<file path="src/logic/fsctl_pkg.sv">
package fsctl_pkg;

	// host bus
	localparam int data_width    = 32;
	localparam int reg_idx_width = 8;

	// --------------------------------------------------
	// register map
	// --------------------------------------------------
	localparam bit [reg_idx_width-1:0] reg_ctrl      = 8'd0;
	localparam bit [reg_idx_width-1:0] reg_l1_base   = 8'd1;
	localparam bit [reg_idx_width-1:0] reg_l2_base   = 8'd6;
	localparam bit [reg_idx_width-1:0] reg_frame_cnt = 8'd11;
	localparam bit [reg_idx_width-1:0] reg_version   = 8'd255;

	// geometry registers per layer
	localparam bit [reg_idx_width-1:0] geo_regs = 8'd5;

	// offsets inside one layer block
	localparam int geo_src_size = 0;
	localparam int geo_win_org  = 1;
	localparam int geo_win_size = 2;
	localparam int geo_dst_org  = 3;
	localparam int geo_dst_size = 4;

	// --------------------------------------------------
	// control register bits
	// --------------------------------------------------
	localparam int ctrl_soft_resetn_bit = 0;
	localparam int ctrl_cfging_bit      = 1;
	localparam int ctrl_order_bit       = 2;
	localparam int ctrl_l1_run_bit      = 5;
	localparam int ctrl_l2_run_bit      = 6;

	// horizontal half of a geometry word, vertical sits at bit 0
	localparam int hi_field_lsb = 16;

endpackage

</file>
<file path="src/logic/fsctl_frame_sync.sv">
`timescale 1ns/1ns

module fsctl_frame_sync (
	input  logic                            o_clk,
	input  logic                            o_resetn,
	input  logic                            i_fsync,
	output logic                            o_frame_strobe,
	output logic                            o_fsync,
	output logic [fsctl_pkg::data_width-1:0] o_frame_cnt
);

	logic sync_q1;
	logic sync_q2;
	logic sync_prev;

	// two-flop synchronizer plus history for the edge
	always_ff @(posedge o_clk) begin
		if (!o_resetn) begin
			sync_q1   <= 1'b0;
			sync_q2   <= 1'b0;
			sync_prev <= 1'b0;
		end else begin
			sync_q1   <= i_fsync;
			sync_q2   <= sync_q1;
			sync_prev <= sync_q2;
		end
	end

	assign o_frame_strobe = sync_q2 & ~sync_prev;

	// fsync pulse lines up with the commit edge
	always_ff @(posedge o_clk) begin
		if (!o_resetn) begin
			o_fsync     <= 1'b0;
			o_frame_cnt <= '0;
		end else begin
			o_fsync <= o_frame_strobe;
			if (o_frame_strobe)
				o_frame_cnt <= o_frame_cnt + 1'b1;
		end
	end

endmodule

</file>
<file path="src/logic/fsctl_layer_stage.sv">
`timescale 1ns/1ns

module fsctl_layer_stage #(
	parameter int img_wbits = 12,
	parameter int img_hbits = 12
) (
	input  logic                 o_clk,
	input  logic                 o_resetn,
	input  logic                 i_commit,
	input  logic                 i_run,

	// shadow geometry
	input  logic [img_wbits-1:0] i_src_w,
	input  logic [img_hbits-1:0] i_src_h,
	input  logic [img_wbits-1:0] i_win_left,
	input  logic [img_hbits-1:0] i_win_top,
	input  logic [img_wbits-1:0] i_win_w,
	input  logic [img_hbits-1:0] i_win_h,
	input  logic [img_wbits-1:0] i_dst_left,
	input  logic [img_hbits-1:0] i_dst_top,
	input  logic [img_wbits-1:0] i_dst_w,
	input  logic [img_hbits-1:0] i_dst_h,

	// committed geometry
	output logic [img_wbits-1:0] o_src_w,
	output logic [img_hbits-1:0] o_src_h,
	output logic [img_wbits-1:0] o_win_left,
	output logic [img_hbits-1:0] o_win_top,
	output logic [img_wbits-1:0] o_win_w,
	output logic [img_hbits-1:0] o_win_h,
	output logic [img_wbits-1:0] o_dst_left,
	output logic [img_hbits-1:0] o_dst_top,
	output logic [img_wbits-1:0] o_dst_w,
	output logic [img_hbits-1:0] o_dst_h,
	output logic                 o_soft_resetn
);

	logic [img_wbits-1:0] w_keep;
	logic [img_hbits-1:0] h_keep;
	logic                 size_ok;

	// a stopped layer commits all zeros
	assign w_keep = {img_wbits{i_run}};
	assign h_keep = {img_hbits{i_run}};

	assign size_ok = i_run && (i_src_w != '0) && (i_src_h != '0);

	always_ff @(posedge o_clk) begin
		if (!o_resetn) begin
			o_src_w       <= '0;
			o_src_h       <= '0;
			o_win_left    <= '0;
			o_win_top     <= '0;
			o_win_w       <= '0;
			o_win_h       <= '0;
			o_dst_left    <= '0;
			o_dst_top     <= '0;
			o_dst_w       <= '0;
			o_dst_h       <= '0;
			o_soft_resetn <= 1'b0;
		end else if (i_commit) begin
			o_src_w       <= i_src_w & w_keep;
			o_src_h       <= i_src_h & h_keep;
			o_win_left    <= i_win_left & w_keep;
			o_win_top     <= i_win_top & h_keep;
			o_win_w       <= i_win_w & w_keep;
			o_win_h       <= i_win_h & h_keep;
			o_dst_left    <= i_dst_left & w_keep;
			o_dst_top     <= i_dst_top & h_keep;
			o_dst_w       <= i_dst_w & w_keep;
			o_dst_h       <= i_dst_h & h_keep;
			// release only with a real source frame
			o_soft_resetn <= size_ok;
		end
	end

endmodule

</file>
<file path="src/logic/fsctl_commit.sv">
`timescale 1ns/1ns

module fsctl_commit #(
	parameter int img_wbits = 12,
	parameter int img_hbits = 12
) (
	input  logic                 o_clk,
	input  logic                 o_resetn,
	input  logic                 i_frame_strobe,
	input  logic                 i_cfging,
	input  logic                 i_order,
	input  logic                 i_l1_run,
	input  logic                 i_l2_run,

	// shadow geometry, horizontal then vertical
	input  logic [img_wbits-1:0] i_l1_src_w, i_l1_win_left, i_l1_win_w, i_l1_dst_left, i_l1_dst_w,
	input  logic [img_hbits-1:0] i_l1_src_h, i_l1_win_top, i_l1_win_h, i_l1_dst_top, i_l1_dst_h,
	input  logic [img_wbits-1:0] i_l2_src_w, i_l2_win_left, i_l2_win_w, i_l2_dst_left, i_l2_dst_w,
	input  logic [img_hbits-1:0] i_l2_src_h, i_l2_win_top, i_l2_win_h, i_l2_dst_top, i_l2_dst_h,

	output logic                 o_order_1over2,
	output logic                 o_l1_soft_resetn,
	output logic                 o_l2_soft_resetn,
	output logic [img_wbits-1:0] o_l1_src_w, o_l1_win_left, o_l1_win_w, o_l1_dst_left, o_l1_dst_w,
	output logic [img_hbits-1:0] o_l1_src_h, o_l1_win_top, o_l1_win_h, o_l1_dst_top, o_l1_dst_h,
	output logic [img_wbits-1:0] o_l2_src_w, o_l2_win_left, o_l2_win_w, o_l2_dst_left, o_l2_dst_w,
	output logic [img_hbits-1:0] o_l2_src_h, o_l2_win_top, o_l2_win_h, o_l2_dst_top, o_l2_dst_h
);

	logic commit;

	// host hold blocks the whole frame update
	assign commit = i_frame_strobe & ~i_cfging;

	always_ff @(posedge o_clk) begin
		if (!o_resetn)
			o_order_1over2 <= 1'b0;
		else if (commit)
			o_order_1over2 <= i_order;
	end

	fsctl_layer_stage #(.img_wbits(img_wbits), .img_hbits(img_hbits)) l1_i (
		.o_clk(o_clk), .o_resetn(o_resetn),
		.i_commit(commit), .i_run(i_l1_run),
		.i_src_w(i_l1_src_w), .i_src_h(i_l1_src_h),
		.i_win_left(i_l1_win_left), .i_win_top(i_l1_win_top),
		.i_win_w(i_l1_win_w), .i_win_h(i_l1_win_h),
		.i_dst_left(i_l1_dst_left), .i_dst_top(i_l1_dst_top),
		.i_dst_w(i_l1_dst_w), .i_dst_h(i_l1_dst_h),
		.o_src_w(o_l1_src_w), .o_src_h(o_l1_src_h),
		.o_win_left(o_l1_win_left), .o_win_top(o_l1_win_top),
		.o_win_w(o_l1_win_w), .o_win_h(o_l1_win_h),
		.o_dst_left(o_l1_dst_left), .o_dst_top(o_l1_dst_top),
		.o_dst_w(o_l1_dst_w), .o_dst_h(o_l1_dst_h),
		.o_soft_resetn(o_l1_soft_resetn)
	);

	fsctl_layer_stage #(.img_wbits(img_wbits), .img_hbits(img_hbits)) l2_i (
		.o_clk(o_clk), .o_resetn(o_resetn),
		.i_commit(commit), .i_run(i_l2_run),
		.i_src_w(i_l2_src_w), .i_src_h(i_l2_src_h),
		.i_win_left(i_l2_win_left), .i_win_top(i_l2_win_top),
		.i_win_w(i_l2_win_w), .i_win_h(i_l2_win_h),
		.i_dst_left(i_l2_dst_left), .i_dst_top(i_l2_dst_top),
		.i_dst_w(i_l2_dst_w), .i_dst_h(i_l2_dst_h),
		.o_src_w(o_l2_src_w), .o_src_h(o_l2_src_h),
		.o_win_left(o_l2_win_left), .o_win_top(o_l2_win_top),
		.o_win_w(o_l2_win_w), .o_win_h(o_l2_win_h),
		.o_dst_left(o_l2_dst_left), .o_dst_top(o_l2_dst_top),
		.o_dst_w(o_l2_dst_w), .o_dst_h(o_l2_dst_h),
		.o_soft_resetn(o_l2_soft_resetn)
	);

endmodule

</file>
<file path="src/logic/fsctl_regbank.sv">
`timescale 1ns/1ns

module fsctl_regbank #(
	parameter int                              img_wbits    = 12,
	parameter int                              img_hbits    = 12,
	parameter logic [fsctl_pkg::data_width-1:0] core_version = 32'h0001_0000
) (
	input  logic                               o_clk,
	input  logic                               o_resetn,
	input  logic                               i_wr_en,
	input  logic [fsctl_pkg::reg_idx_width-1:0] i_wr_addr,
	input  logic [fsctl_pkg::data_width-1:0]    i_wr_data,
	input  logic                               i_rd_en,
	input  logic [fsctl_pkg::reg_idx_width-1:0] i_rd_addr,
	input  logic [fsctl_pkg::data_width-1:0]    i_frame_cnt,
	output logic [fsctl_pkg::data_width-1:0]    o_rd_data,

	output logic o_soft_resetn,
	output logic o_cfging,
	output logic o_order,
	output logic o_l1_run,
	output logic o_l2_run,

	output logic [img_wbits-1:0] o_l1_src_w, o_l1_win_left, o_l1_win_w, o_l1_dst_left, o_l1_dst_w,
	output logic [img_hbits-1:0] o_l1_src_h, o_l1_win_top, o_l1_win_h, o_l1_dst_top, o_l1_dst_h,
	output logic [img_wbits-1:0] o_l2_src_w, o_l2_win_left, o_l2_win_w, o_l2_dst_left, o_l2_dst_w,
	output logic [img_hbits-1:0] o_l2_src_h, o_l2_win_top, o_l2_win_h, o_l2_dst_top, o_l2_dst_h
);

	// both layer blocks side by side, layer 2 from geo_regs up
	localparam int geo_num = 2 * fsctl_pkg::geo_regs;
	localparam int geo_aw  = $clog2(geo_num);
	localparam int l2_at   = fsctl_pkg::geo_regs;

	logic [img_wbits-1:0]            geo_hi [geo_num];
	logic [img_hbits-1:0]            geo_lo [geo_num];
	logic                            wr_in_geo;
	logic                            rd_in_geo;
	logic [geo_aw-1:0]               wr_geo;
	logic [geo_aw-1:0]               rd_geo;
	logic [fsctl_pkg::data_width-1:0] rd_word;

	assign wr_in_geo = (i_wr_addr >= fsctl_pkg::reg_l1_base) &&
		(i_wr_addr < fsctl_pkg::reg_l2_base + fsctl_pkg::geo_regs);
	assign rd_in_geo = (i_rd_addr >= fsctl_pkg::reg_l1_base) &&
		(i_rd_addr < fsctl_pkg::reg_l2_base + fsctl_pkg::geo_regs);
	assign wr_geo = geo_aw'(i_wr_addr - fsctl_pkg::reg_l1_base);
	assign rd_geo = geo_aw'(i_rd_addr - fsctl_pkg::reg_l1_base);

	// --------------------------------------------------
	// write side
	// --------------------------------------------------
	always_ff @(posedge o_clk) begin
		if (!o_resetn) begin
			o_soft_resetn <= 1'b0;
			o_cfging      <= 1'b0;
			o_order       <= 1'b0;
			o_l1_run      <= 1'b0;
			o_l2_run      <= 1'b0;
		end else if (i_wr_en && i_wr_addr == fsctl_pkg::reg_ctrl) begin
			o_soft_resetn <= i_wr_data[fsctl_pkg::ctrl_soft_resetn_bit];
			o_cfging      <= i_wr_data[fsctl_pkg::ctrl_cfging_bit];
			o_order       <= i_wr_data[fsctl_pkg::ctrl_order_bit];
			o_l1_run      <= i_wr_data[fsctl_pkg::ctrl_l1_run_bit];
			o_l2_run      <= i_wr_data[fsctl_pkg::ctrl_l2_run_bit];
		end
	end

	always_ff @(posedge o_clk) begin
		if (!o_resetn) begin
			for (int i = 0; i < geo_num; i++) begin
				geo_hi[i] <= '0;
				geo_lo[i] <= '0;
			end
		end else if (i_wr_en && wr_in_geo) begin
			geo_hi[wr_geo] <= i_wr_data[fsctl_pkg::hi_field_lsb +: img_wbits];
			geo_lo[wr_geo] <= i_wr_data[0 +: img_hbits];
		end
	end

	// --------------------------------------------------
	// read side
	// --------------------------------------------------
	always_comb begin
		rd_word = '0;
		if (i_rd_addr == fsctl_pkg::reg_ctrl) begin
			rd_word[fsctl_pkg::ctrl_soft_resetn_bit] = o_soft_resetn;
			rd_word[fsctl_pkg::ctrl_cfging_bit]      = o_cfging;
			rd_word[fsctl_pkg::ctrl_order_bit]       = o_order;
			rd_word[fsctl_pkg::ctrl_l1_run_bit]      = o_l1_run;
			rd_word[fsctl_pkg::ctrl_l2_run_bit]      = o_l2_run;
		end else if (rd_in_geo) begin
			rd_word[fsctl_pkg::hi_field_lsb +: img_wbits] = geo_hi[rd_geo];
			rd_word[0 +: img_hbits]                       = geo_lo[rd_geo];
		end else if (i_rd_addr == fsctl_pkg::reg_frame_cnt) begin
			rd_word = i_frame_cnt;
		end else if (i_rd_addr == fsctl_pkg::reg_version) begin
			rd_word = core_version;
		end
	end

	// read data holds between reads
	always_ff @(posedge o_clk) begin
		if (!o_resetn)
			o_rd_data <= '0;
		else if (i_rd_en)
			o_rd_data <= rd_word;
	end

	// shadow geometry out to the commit stage
	assign o_l1_src_w    = geo_hi[fsctl_pkg::geo_src_size];
	assign o_l1_src_h    = geo_lo[fsctl_pkg::geo_src_size];
	assign o_l1_win_left = geo_hi[fsctl_pkg::geo_win_org];
	assign o_l1_win_top  = geo_lo[fsctl_pkg::geo_win_org];
	assign o_l1_win_w    = geo_hi[fsctl_pkg::geo_win_size];
	assign o_l1_win_h    = geo_lo[fsctl_pkg::geo_win_size];
	assign o_l1_dst_left = geo_hi[fsctl_pkg::geo_dst_org];
	assign o_l1_dst_top  = geo_lo[fsctl_pkg::geo_dst_org];
	assign o_l1_dst_w    = geo_hi[fsctl_pkg::geo_dst_size];
	assign o_l1_dst_h    = geo_lo[fsctl_pkg::geo_dst_size];

	assign o_l2_src_w    = geo_hi[l2_at + fsctl_pkg::geo_src_size];
	assign o_l2_src_h    = geo_lo[l2_at + fsctl_pkg::geo_src_size];
	assign o_l2_win_left = geo_hi[l2_at + fsctl_pkg::geo_win_org];
	assign o_l2_win_top  = geo_lo[l2_at + fsctl_pkg::geo_win_org];
	assign o_l2_win_w    = geo_hi[l2_at + fsctl_pkg::geo_win_size];
	assign o_l2_win_h    = geo_lo[l2_at + fsctl_pkg::geo_win_size];
	assign o_l2_dst_left = geo_hi[l2_at + fsctl_pkg::geo_dst_org];
	assign o_l2_dst_top  = geo_lo[l2_at + fsctl_pkg::geo_dst_org];
	assign o_l2_dst_w    = geo_hi[l2_at + fsctl_pkg::geo_dst_size];
	assign o_l2_dst_h    = geo_lo[l2_at + fsctl_pkg::geo_dst_size];

endmodule

</file>
<file path="src/logic/fsctl_top.sv">
`timescale 1ns/1ns

module fsctl_top #(
	parameter int                              img_wbits    = 12,
	parameter int                              img_hbits    = 12,
	parameter logic [fsctl_pkg::data_width-1:0] core_version = 32'h0001_0000
) (
	input  logic                               o_clk,
	input  logic                               o_resetn,

	// host strobe port
	input  logic                               i_wr_en,
	input  logic [fsctl_pkg::reg_idx_width-1:0] i_wr_addr,
	input  logic [fsctl_pkg::data_width-1:0]    i_wr_data,
	input  logic                               i_rd_en,
	input  logic [fsctl_pkg::reg_idx_width-1:0] i_rd_addr,
	output logic [fsctl_pkg::data_width-1:0]    o_rd_data,

	input  logic                               i_fsync,
	output logic                               o_fsync,
	output logic                               o_soft_resetn,
	output logic                               o_order_1over2,
	output logic                               o_l1_soft_resetn,
	output logic                               o_l2_soft_resetn,

	output logic [img_wbits-1:0] o_l1_src_w, o_l1_win_left, o_l1_win_w, o_l1_dst_left, o_l1_dst_w,
	output logic [img_hbits-1:0] o_l1_src_h, o_l1_win_top, o_l1_win_h, o_l1_dst_top, o_l1_dst_h,
	output logic [img_wbits-1:0] o_l2_src_w, o_l2_win_left, o_l2_win_w, o_l2_dst_left, o_l2_dst_w,
	output logic [img_hbits-1:0] o_l2_src_h, o_l2_win_top, o_l2_win_h, o_l2_dst_top, o_l2_dst_h
);

	// shadow side of the register bank
	logic                            cfging;
	logic                            order;
	logic                            l1_run;
	logic                            l2_run;
	logic [img_wbits-1:0]            l1_src_w, l1_win_left, l1_win_w, l1_dst_left, l1_dst_w;
	logic [img_hbits-1:0]            l1_src_h, l1_win_top, l1_win_h, l1_dst_top, l1_dst_h;
	logic [img_wbits-1:0]            l2_src_w, l2_win_left, l2_win_w, l2_dst_left, l2_dst_w;
	logic [img_hbits-1:0]            l2_src_h, l2_win_top, l2_win_h, l2_dst_top, l2_dst_h;

	// frame side
	logic                            frame_strobe;
	logic [fsctl_pkg::data_width-1:0] frame_cnt;

	// --------------------------------------------------
	// host registers and frame sync, side by side
	// --------------------------------------------------
	fsctl_regbank #(
		.img_wbits(img_wbits), .img_hbits(img_hbits), .core_version(core_version)
	) regbank_i (
		.o_clk(o_clk), .o_resetn(o_resetn),
		.i_wr_en(i_wr_en), .i_wr_addr(i_wr_addr), .i_wr_data(i_wr_data),
		.i_rd_en(i_rd_en), .i_rd_addr(i_rd_addr), .o_rd_data(o_rd_data),
		.i_frame_cnt(frame_cnt),
		.o_soft_resetn(o_soft_resetn), .o_cfging(cfging), .o_order(order),
		.o_l1_run(l1_run), .o_l2_run(l2_run),
		.o_l1_src_w(l1_src_w), .o_l1_src_h(l1_src_h),
		.o_l1_win_left(l1_win_left), .o_l1_win_top(l1_win_top),
		.o_l1_win_w(l1_win_w), .o_l1_win_h(l1_win_h),
		.o_l1_dst_left(l1_dst_left), .o_l1_dst_top(l1_dst_top),
		.o_l1_dst_w(l1_dst_w), .o_l1_dst_h(l1_dst_h),
		.o_l2_src_w(l2_src_w), .o_l2_src_h(l2_src_h),
		.o_l2_win_left(l2_win_left), .o_l2_win_top(l2_win_top),
		.o_l2_win_w(l2_win_w), .o_l2_win_h(l2_win_h),
		.o_l2_dst_left(l2_dst_left), .o_l2_dst_top(l2_dst_top),
		.o_l2_dst_w(l2_dst_w), .o_l2_dst_h(l2_dst_h)
	);

	fsctl_frame_sync sync_i (
		.o_clk(o_clk), .o_resetn(o_resetn),
		.i_fsync(i_fsync),
		.o_frame_strobe(frame_strobe), .o_fsync(o_fsync), .o_frame_cnt(frame_cnt)
	);

	// --------------------------------------------------
	// frame-synchronous commit
	// --------------------------------------------------
	fsctl_commit #(.img_wbits(img_wbits), .img_hbits(img_hbits)) commit_i (
		.o_clk(o_clk), .o_resetn(o_resetn),
		.i_frame_strobe(frame_strobe), .i_cfging(cfging), .i_order(order),
		.i_l1_run(l1_run), .i_l2_run(l2_run),
		.i_l1_src_w(l1_src_w), .i_l1_src_h(l1_src_h),
		.i_l1_win_left(l1_win_left), .i_l1_win_top(l1_win_top),
		.i_l1_win_w(l1_win_w), .i_l1_win_h(l1_win_h),
		.i_l1_dst_left(l1_dst_left), .i_l1_dst_top(l1_dst_top),
		.i_l1_dst_w(l1_dst_w), .i_l1_dst_h(l1_dst_h),
		.i_l2_src_w(l2_src_w), .i_l2_src_h(l2_src_h),
		.i_l2_win_left(l2_win_left), .i_l2_win_top(l2_win_top),
		.i_l2_win_w(l2_win_w), .i_l2_win_h(l2_win_h),
		.i_l2_dst_left(l2_dst_left), .i_l2_dst_top(l2_dst_top),
		.i_l2_dst_w(l2_dst_w), .i_l2_dst_h(l2_dst_h),
		.o_order_1over2(o_order_1over2),
		.o_l1_soft_resetn(o_l1_soft_resetn), .o_l2_soft_resetn(o_l2_soft_resetn),
		.o_l1_src_w(o_l1_src_w), .o_l1_src_h(o_l1_src_h),
		.o_l1_win_left(o_l1_win_left), .o_l1_win_top(o_l1_win_top),
		.o_l1_win_w(o_l1_win_w), .o_l1_win_h(o_l1_win_h),
		.o_l1_dst_left(o_l1_dst_left), .o_l1_dst_top(o_l1_dst_top),
		.o_l1_dst_w(o_l1_dst_w), .o_l1_dst_h(o_l1_dst_h),
		.o_l2_src_w(o_l2_src_w), .o_l2_src_h(o_l2_src_h),
		.o_l2_win_left(o_l2_win_left), .o_l2_win_top(o_l2_win_top),
		.o_l2_win_w(o_l2_win_w), .o_l2_win_h(o_l2_win_h),
		.o_l2_dst_left(o_l2_dst_left), .o_l2_dst_top(o_l2_dst_top),
		.o_l2_dst_w(o_l2_dst_w), .o_l2_dst_h(o_l2_dst_h)
	);

endmodule

</file>
<file path="config.mk">
export PLATFORM = sky130hd
export DESIGN_NAME = fsctl_top
export DESIGN_NICKNAME = d
export VERILOG_FILES = /design/src/logic/fsctl_pkg.sv /design/src/logic/fsctl_frame_sync.sv /design/src/logic/fsctl_layer_stage.sv /design/src/logic/fsctl_commit.sv /design/src/logic/fsctl_regbank.sv /design/src/logic/fsctl_top.sv
export SDC_FILE = /design/constraint.sdc
export NUM_CORES = 1
export LEC_CHECK = 0
export BUFFER_PORTS_ARGS = -buffer_cell sky130_fd_sc_hd__buf_2
export CAP_MARGIN = 40
export CORE_ASPECT_RATIO = 0.7
export CORE_MARGIN = 4
export CORE_UTILIZATION = 54
export DETAILED_ROUTE_END_ITERATION = 12
export PLACE_DENSITY = 0.84
export SETUP_SLACK_MARGIN = 0.4
export SLEW_MARGIN = 20
export SYNTH_ARGS = -nofsm -noshare
export SYNTH_HDL_FRONTEND = slang
export SYNTH_SLANG_ARGS = --single-unit
</file>
<file path="constraint.sdc">
create_clock -name o_clk -period 10.87 [get_ports o_clk]
set_input_delay 1.087 -clock o_clk [delete_from_list [all_inputs] [get_ports o_clk]]
set_output_delay 1.087 -clock o_clk [all_outputs]
set_load 0.005 [all_outputs]
</file>
# Word-level counts from Yosys, hierarchy flattened
# Memories as Yosys holds them, arrays and structs flattened.
# Index checks and enable logic that the tools add are counted.
word_totals:
  reg_bits: 316
  ramBits: 240
  inputBits: 53
  out_inout_bits: 277
  elab_cells: 105
  memories: 2
mem_list:
  columns: ["memory", "words", "word_bits", "rd", "rd_ports_with_merged_regs", "wr", "line_no", "source"]
  rows:
  - ["regbank_i.geo_hi", 10, 12, 11, 0, 10, "fsctl_regbank.sv:35", "logic [img_wbits-1:0] geo_hi [geo_num];"]
  - ["regbank_i.geo_lo", 10, 12, 11, 0, 10, "fsctl_regbank.sv:36", "logic [img_hbits-1:0] geo_lo [geo_num];"]
op_classes:
  n_addsub: 3
  magnitude_cmp: 4
  n_eq_ne: 2
  n_mux: 20
  n_bitwise: 24
  reduce_logical: 16
ops:
  columns: ["op", "n"]
  rows:
  - ["$and A12 B12 Y12", 20]
  - ["$mux W12", 4]
  - ["$reduce_bool A12 Y1", 4]
  - ["$add A32 B1 Y32 const B", 1]
  - ["$mux W32", 1]
  - ["$mux W25", 1]
  - ["$reduce_or A12 Y1", 2]
  - ["$mux W17", 1]
  - ["$ge A8 B1 Y1 const B", 2]
  - ["$logic_not A8 Y1", 2]
  - ["$lt A8 B4 Y1 const B", 2]
  - ["$mux W4", 4]
  - ["$eq A8 B4 Y1 const B", 1]
  - ["$eq A8 B8 Y1 const B", 1]
  - ["$logic_and A1 B1 Y1", 8]
  - ["$sub A4 B1 Y4 const B", 2]
  - ["$mux W1", 6]
  - ["$mux W2", 2]
  - ["$mux W3", 1]
  - ["$and A1 B1 Y1", 2]
  - ["$not A1 Y1", 2]

# Depth between registers and ports, before layout
# Gate-level depths: netlist of run 1.
logic_depth:
  depth_word: 8
  mapped_depth: 11
  ltp_nobuf: 7

# By module
# A second synthesis of run 1 with hierarchy kept.
unflattened:
  cells_unflattened: 2367
  area_unflattened_um2: 29998.8
modules_own_cells:
  columns: ["mod", "instances", "cells_per_inst", "area_each_um2", "seq_area_each_um2"]
  rows:
  - ["fsctl_regbank", 1, 1115, 17687.0, 12271.8]
  - ["fsctl_layer_stage", 2, 532, 5313.8, 2422.3]
  - ["fsctl_frame_sync", 1, 183, 1632.8, 720.7]
  - ["fsctl_commit", 1, 5, 51.3, 20.0]

# Least setup slack after synthesis of run 1
# OpenSTA, ideal clock, no wires.
synth_timing:
  path_kind: "input to register"
  startpoint: "in i_wr_addr[0] in the netlist's numbering"
  endpoint: "mem regbank_i.geo_hi[14][0], enable pin"
  setup_ns: 0.405
  arrival_time_ns: 3.838
  t_required_ns: 10.465
  slack_ns: 6.628
  stages: 10
  path_buffers: 4
  path_cell_list: "clkbuf_1 inv_1 ha_1 clkbuf_1 nor4b_1 and4b_1 buf_2 buf_1 nand3b_1 nor2_1"
synth_rtl:
  columns: ["element", "line_no", "source"]
  rows:
  - ["start, declared", "fsctl_top.sv:13", "input logic [fsctl_pkg::reg_idx_width-1:0] i_wr_addr,"]
  - ["end, declared", "fsctl_regbank.sv:35", null]

==> flow_metrics.py, run 1 <==
metrics = {
    "timing": {
        "worst_hold_slack_ns": 0.445,
        "worst_slew_margin_rel_pct": 40.0,
        "finalSetupTns_ns": 0,
        "max_freq_mhz": 247,
        "min_clock_period_post_route_ns": 4.04,
        "worstMarginPinSlew_ns": 0.898,
        "part_of_the_cycle_the_worst_path_needs_pct": 37.2,
        "timing.clock.skew_ns": 0.0210,
        "timing_max_transition_violations_final": 0,
        "setup_viol": 0,
        "timing.final.ws_setup_ns": 6.83,
        "rsz_0062_raised_after_global_routing": "no",
        "hold_violations": 0,
    },
    "worst_setup_path": {
        "cpPeakStageDelay_ns": 0.62,
        "crit_type": "input pin to register",
        "critical_path.top_delay_family": "simple AND/OR/NAND/NOR gates",
        "cp-end-kind": "register",
        "critPathBufInv": 5,
        "cp_data_required_time_ns": 11.18,
        "worstPathArrival_ns": 4.36,
        "critical_path.max_fanout": 38,
        "critPathMostFrequentCell": "buf_8",
        "startpoint_type": "input pin",
        "list_of_cells_traversed_by_the_critical_path": "buf_2 > inv_1 > ha_1 > nor4b_1 > and4b_1 > buf_4 > nand3_1 > buf_8 > nand2_1 > buf_8",
        "critical-path-slowest-cell": "nand3_1",
    },
    "clock_tree": {
        "clk_latency_ns": 0.61,
        "cts-htree-levels": 3,
        "cts_made_buffers": 66,
        "cts_tree": "yes",
        "cts.root.buffer_cell": "clkbuf_16",
        "clock_path_buffers": 3,
        "cts_sinks": 700,
        "cts_hold_repair.buffers": 0,
        "count_of_instances_resized_after_the_clock_tree_is_built": 0,
        "post_cts_setup_inserts": 0,
        "cts.clk_slew.worst_paths_ns": 0.06,
    },
    "floorplan": {
        "io_pins": 330,
        "dieWidth_um": 284,
        "row_count": 70,
        "design.core.area_um2": 52500,
        "die_h_um": 201,
        "fp.dieArea_um2": 57200,
        "initial_utilization_pct": 54.9,
    },
    "synth": {
        "synth.top_cells.by_area": "edfxtp_1, dfxtp_1, a21boi_1",
        "avgSynthCellArea_um2": 10.9,
        "yosys.area.top_type_share_pct": 40.0,
        "synth_top_area_cell": "edfxtp_1",
        "synthTopCellsByCount": "nand2_1, edfxtp_1, dfxtp_1, nand3_1, a21boi_1",
        "synth.yosys.seq_area_share_pct": 62.0,
        "yosys_most_used_dff": "edfxtp_1",
        "cell_with_the_most_instances_after_synthesis": "nand2_1",
        "syn_nets": 2706,
        "ys_warn_count": 0,
        "syn-instance-count": 2645,
        "ys_seq_elements": 700,
        "ys_types": 51,
        "post_synth_instance_area_um2": 28800,
        "async_reset_ff_share_pct": 0,
        "synth-edff-count": 384,
    },
    "global_routing": {
        "gr-total-overflow": 0,
        "number_of_global_route_vias_before_repair": 21500,
        "wire_length_of_the_first_global_routing_pass_um": 138000,
        "grt_antenna_before_repair": 3,
        "grt.total_usage_pct": 31.9,
        "pin_count_of_the_biggest_net_entering_global_routing": 109,
    },
    "routing": {
        "drt-total-wl_um": 93800,
        "routed_wire_length_per_instance_um": 25.9,
        "routed-via-count": 22700,
        "drt.antenna.violating_nets": 0,
        "drt_first_iter_violations": 3452,
        "number_of_vias_per_cell_after_detailed_routing": 6.27,
        "drt_drc_violations_left": 0,
        "drt_pass1_iterations": 6,
    },
    "placement": {
        "gp_routability_congestion": 0.920,
        "buffer_ports.inserted": 321,
        "post-place-ws_ns": 6.34,
        "dp.final_hpwl_um": 64900,
        "placed_cells_incl_taps": 3497,
    },
    "final_layout": {
        "antenna_cells_inserted": 0,
        "final_layout_size_suffix_gt1_share_pct": 19.4,
        "finish.net_count": 2948,
        "final-instance-count-excl-fill": 3623,
        "syn2layout_area_growth_pct": 16.5,
        "fillerInstances": 3918,
    },
    "power_and_ir_drop": {
        "pwr_density_cell_nw_per_um2": 165,
        "p_int_uw": 4280,
        "max-vdd-ir-drop_v": 0.000105,
        "leakagePower_uw": 0.0119,
        "p_comb_share_pct": 5.6,
        "power.switching_fraction_pct": 22.8,
        "power.total_uw": 5550,
        "total_switching_power_uw": 1260,
        "clkPwrFrac_pct": 42.4,
        "power_frac_seq_pct": 52.0,
    },
    "run_status": {
        "run_status": "completed",
    },
    "hold_path": {
        "worst_hold_path_type": "register to register",
    },
    "flow_run": {
        "drv.max_cap_violation_count": 0,
    },
}
through the flow:
stage / utilization (%) / cell area (um2)
final: 64.0 / 33600
after floorplan: - / 28800
after global routing: 64.0 / 33600
after detailed placement: 59.6 / 31300
after global placement: 58.5 / 30700
after CTS: 63.7 / 33400
tightest hold or removal path, delay by kind of cell (launching register included):
family,cells,cell delay (ns)
AOI/OAI and AO/OA,1,0.05
DFF,1,0.30
and+or+nand+nor,1,0.05
kinds of logic after synthesis:
kind of cell    count (synthesis)  share of synthesized area, %
simple gates                 1196                          18.6
flops                         700                          62.0
compound gates                381                          9.59
buf+inv                       243                          3.39
mux                            86                          5.07
xor+xnor                       31                         0.969
fa+ha+maj                       8                         0.347
state kept, by name, indices dropped and copies added (netlist names), 32 cells and up:
name and cells:
sync_i.o_frame_cnt 32, regbank_i.geo_lo 192, regbank_i.o_rd_data 32, regbank_i.geo_hi 192
path summary, 6_finish.rpt:
check	to	start	cells past startpoint	slack, ns
min	commit_i.l1_i.o_win_left[10]	commit_i.l1_i.o_win_left[10]	2	0.44
max	regbank_i.geo_hi[7][4]	i_wr_addr[0]	10	6.83
min reg2reg	commit_i.l1_i.o_win_left[10]	commit_i.l1_i.o_win_left[10]	2	0.44
max reg2reg	commit_i.l1_i.o_win_w[6]	sync_i.sync_q2	8	7.95
per-layer routing:
layer / up-vias / global-route usage, % / share of wire, %
met1: 11100 / 44.0 / 38
li1: 9817 / - / -
met4: 2 / 11.7 / 4.0
met2: 1584 / 47.4 / 44
met5: - / 0 / 0.014
met3: 222 / 10.5 / 14
cell type report:
| class | count | area (um2) | area share, % |
|---|---|---|---|
| Clock inverter | 23 | 256 | 0.764 |
| Sequential cell | 700 | 17900 | 53.2 |
| Timing Repair Buffer | 382 | 2490 | 7.41 |
| Tap cell | 684 | 856 | 2.55 |
| Inverter | 35 | 131 | 0.391 |
| Clock buffer | 97 | 1920 | 5.71 |
| Multi-Input combinational cell | 1702 | 10100 | 30.0 |
power groups by stage:
stage               registers [uW]  clock network, uW  logic [uW]
finish                        2880               2350         312
global route                  2880               2470         327
CTS                           2880               2360         296
detailed placement            2940                  0         294
global placement              2940                  0         272
floorplan                     2910                  0         189
layout by cell type (no fill, tap or decap), types with 18 or more instances in the layout:
cell	netlist	final
a31oi_1	18	18
o21ai_0	18	18
and2_1	38	38
a21oi_1	37	36
a21boi_1	243	243
mux4_2	48	48
dfxtp_1	316	314
nand4_1	32	32
mux2i_1	38	38
clkbuf_16	0	69
a32oi_1	24	24
inv_2	18	18
buf_4	1	27
a21o_1	18	18
nor2b_1	38	36
nand2_1	485	484
nor4_1	18	18
edfxtp_1	384	384
nand3_1	307	307
nor2_1	232	228
buf_2	43	319
(Power assumes the default switching activity.)
==> inputs of run 2 (changes only) <==
--- a/config.mk
+++ b/config.mk
@@ -9,9 +9,9 @@
 export CAP_MARGIN = 40
 export CORE_ASPECT_RATIO = 0.7
 export CORE_MARGIN = 4
-export CORE_UTILIZATION = 54
+export CORE_UTILIZATION = 53
 export DETAILED_ROUTE_END_ITERATION = 12
-export PLACE_DENSITY = 0.84
+export PLACE_DENSITY = 0.85
 export SETUP_SLACK_MARGIN = 0.4
 export SLEW_MARGIN = 20
 export SYNTH_ARGS = -nofsm -noshare
==> constraint.sdc (replaced) <==
create_clock -name o_clk -period 3.6 [get_ports o_clk]
set_input_delay 0.36 -clock o_clk [delete_from_list [all_inputs] [get_ports o_clk]]
set_output_delay 0.36 -clock o_clk [all_outputs]
set_load 0.005 [all_outputs]
==> run 2 against run 1 <==
Effect of this change:
- critical endpoint is now regbank_i.geo_lo[14][7]
- non-clock buffer count is 17 higher
- highest routed layer unchanged
- global-route usage is 0.30 points lower
- clock power grew to 3.0 times the previous value
- cell count is 1.9% higher
- worst hold slack worse by 0.39 ns
- clock skew is 0.0044 ns higher
- design area is 0.25% lower
- critical path depth is 2 lower
- sequential share of layout area is 0.14 points higher
- sequential power grew to 3.0 times the previous value
==> flow_metrics.py, run 2 (same netlist as run 1, synthesis figures left out) <==
metrics = {
    "clock_tree": {
        "clock_path_buffers": 3,
        "clk_latency_ns": 0.62,
        "cts-htree-levels": 3,
        "cts.root.buffer_cell": "clkbuf_16",
        "cts.clk_slew.worst_paths_ns": 0.06,
        "cts_made_buffers": 67,
        "cts_sinks": 700,
        "cts_tree": "yes",
    },
    "power_and_ir_drop": {
        "power_frac_seq_pct": 52.0,
        "pwr_density_cell_nw_per_um2": 499,
        "p_int_uw": 12800,
        "power.total_uw": 16700,
        "max-vdd-ir-drop_v": 0.000357,
        "clkPwrFrac_pct": 42.5,
        "leakagePower_uw": 0.0119,
        "power.switching_fraction_pct": 23.3,
        "total_switching_power_uw": 3900,
        "p_comb_share_pct": 5.5,
    },
    "routing": {
        "number_of_vias_per_cell_after_detailed_routing": 6.15,
        "drt_drc_violations_left": 0,
        "routed-via-count": 22700,
        "drt_pass1_iterations": 6,
        "drt_first_iter_violations": 3329,
        "routed_wire_length_per_instance_um": 25.5,
        "drt-total-wl_um": 94000,
        "drt.antenna.violating_nets": 0,
    },
    "floorplan": {
        "dieWidth_um": 287,
        "fp.dieArea_um2": 58200,
        "row_count": 71,
        "io_pins": 330,
        "die_h_um": 203,
        "initial_utilization_pct": 53.6,
        "design.core.area_um2": 53700,
    },
    "worst_setup_path": {
        "reg2reg_from": "sync_i.o_frame_cnt[3]",
        "timing_startpoint_of_the_critical_path": "i_wr_addr[0]",
        "r2r_end": "sync_i.o_frame_cnt[31]",
        "critical_path.max_fanout": 16,
        "cp-end-kind": "register",
        "crit_type": "input pin to register",
        "r2r.worst_path.cells": 5,
        "setup.worst_path.end": "regbank_i.geo_lo[14][7]",
        "ff2ff_setup_slack_ns": 1.31,
        "worstPathArrival_ns": 3.13,
        "cp_data_required_time_ns": 4.01,
        "startpoint_type": "input pin",
    },
    "timing": {
        "timing_max_transition_violations_final": 0,
        "timing.clock.skew_ns": 0.0253,
        "hold_violations": 0,
        "setup_viol": 0,
        "part_of_the_cycle_the_worst_path_needs_pct": 75.6,
        "finalSetupTns_ns": 0,
        "rsz_0062_raised_after_global_routing": "no",
        "worst_slew_margin_rel_pct": 46.1,
        "max_freq_mhz": 368,
        "min_clock_period_post_route_ns": 2.72,
        "worstMarginPinSlew_ns": 0.808,
    },
    "final_layout": {
        "fillerInstances": 4101,
        "finish.net_count": 2966,
        "final_layout_size_suffix_gt1_share_pct": 19.8,
        "largestRegisters": "regbank_i.geo_hi: 192 flops, regbank_i.geo_lo: 192 flops",
        "ff_latch_area_um2": 17900,
        "most-common-layout-cells": "nand2_1, edfxtp_1, buf_2",
        "leading_cell_type_in_the_layout_fill_and_taps_excluded": "nand2_1",
        "syn2layout_area_growth_pct": 16.2,
        "multi_input_comb_area_um2": 10000,
        "fin_area_um2": 33500,
    },
    "placement": {
        "gp_routability_congestion": 0.959,
        "dp.final_hpwl_um": 64000,
        "buffer_ports.inserted": 321,
        "postPlaceCellArea_um2": 31300,
    },
    "flow_run": {
        "drv.max_cap_violation_count": 0,
    },
    "global_routing": {
        "grt_antenna_before_repair": 7,
        "wire_length_of_the_first_global_routing_pass_um": 137000,
        "gr-total-overflow": 0,
        "grt.total_usage_pct": 31.6,
        "number_of_global_route_vias_before_repair": 21400,
        "pin_count_of_the_biggest_net_entering_global_routing": 221,
    },
    "run_status": {
        "run_status": "completed",
    },
    "hold_path": {
        "worst_hold_path_type": "input pin to register",
    },
}
run 2: cell types whose count changed in the layout (fill, tap and decap cells not counted), moves of 3 or more:
cell | previous run | this run
buf_4 | 27 | 66
buf_8 | 14 | 0
buf_16 | 12 | 0
buf_12 | 4 | 12
buf_6 | 6 | 1
diode_2 | 0 | 4
clkbuf_1 | 17 | 14
inv_6 | 2 | 5
run 2: how the worst min path moves through the flow:
| stage | startpoint | end | slack, ns | cells past startpoint |
|---|---|---|---|---|
| final | i_wr_data[2] | regbank_i.o_order | 0.05 | 3 |
| after detailed placement | commit_i.l2_i.o_win_top[0] | commit_i.l2_i.o_win_top[0] | 0.44 | 2 |
| after floorplan | sync_i.sync_q1 | sync_i.sync_q2 | 0.41 | 1 |
| after global routing | i_wr_data[2] | regbank_i.o_order | 0.07 | 3 |
| after CTS | i_wr_data[2] | regbank_i.o_order | 0.02 | 3 |
| after global placement | commit_i.l1_i.o_src_h[2] | commit_i.l1_i.o_src_h[2] | 0.44 | 2 |
run 2: timing repair:
| item | 4_1_cts | 5_1_grt |
|---|---|---|
| resized for setup | 0 | 0 |
| setup buffers | 0 | 0 |
| hold buffers | 1 | 0 |
| hold endpoints to repair | 1 | 0 |
| endpoints found under the setup margin | 0 | 0 |
run 2: power by group through the flow:
stage               clock network [uW]  registers [uW]  logic [uW]
floorplan                            0            8770         571
global placement                     0            8860         858
detailed placement                   0            8860         878
CTS                               7130            8690         887
global route                      7470            8700         967
finish                            7100            8700         920
run 2: layout make-up:
class / instances / share of cell area, %
multi-input cells: 1702 / 30.0
diodes: 4 / 0.0299
well taps: 730 / 2.73
clock inverters: 31 / 0.796
repair buffers: 399 / 7.03
flip-flops and latches: 700 / 53.3
clock buffers: 92 / 5.72
inverters: 35 / 0.392
run 2: layer usage:
| layer | GRT usage [%] | share of wire, % | vias up | routed length, um |
|---|---|---|---|---|
| met5 | 0 | 0.052 | - | 49 |
| met3 | 11.6 | 15 | 266 | 13600 |
| li1 | - | - | 9877 | - |
| met1 | 43.6 | 38 | 11000 | 35800 |
| met2 | 45.9 | 43 | 1533 | 40300 |
| met4 | 11.7 | 4.4 | 8 | 4140 |
run 2: worst max-delay path: stages:
cell and delay (ns):
buf_2 0.24, inv_1 0.11, ha_1 0.31, nor4b_1 0.19
and4b_1 0.68, buf_4 0.33, nand2_1 0.49, inv_1 0.39
run 2: stage by stage:
step                hold WS [ns]  std cells  setup WS [ns]  utilization, %
CTS                       0.0197       3688           1.10            62.3
detailed placement         0.440       3564          0.488            58.2
floorplan                  0.412       2645         0.0846               -
global route              0.0663       3691          0.884            62.3
global placement           0.436       3564          0.634            58.2
finish                    0.0498       3693          0.880            62.3
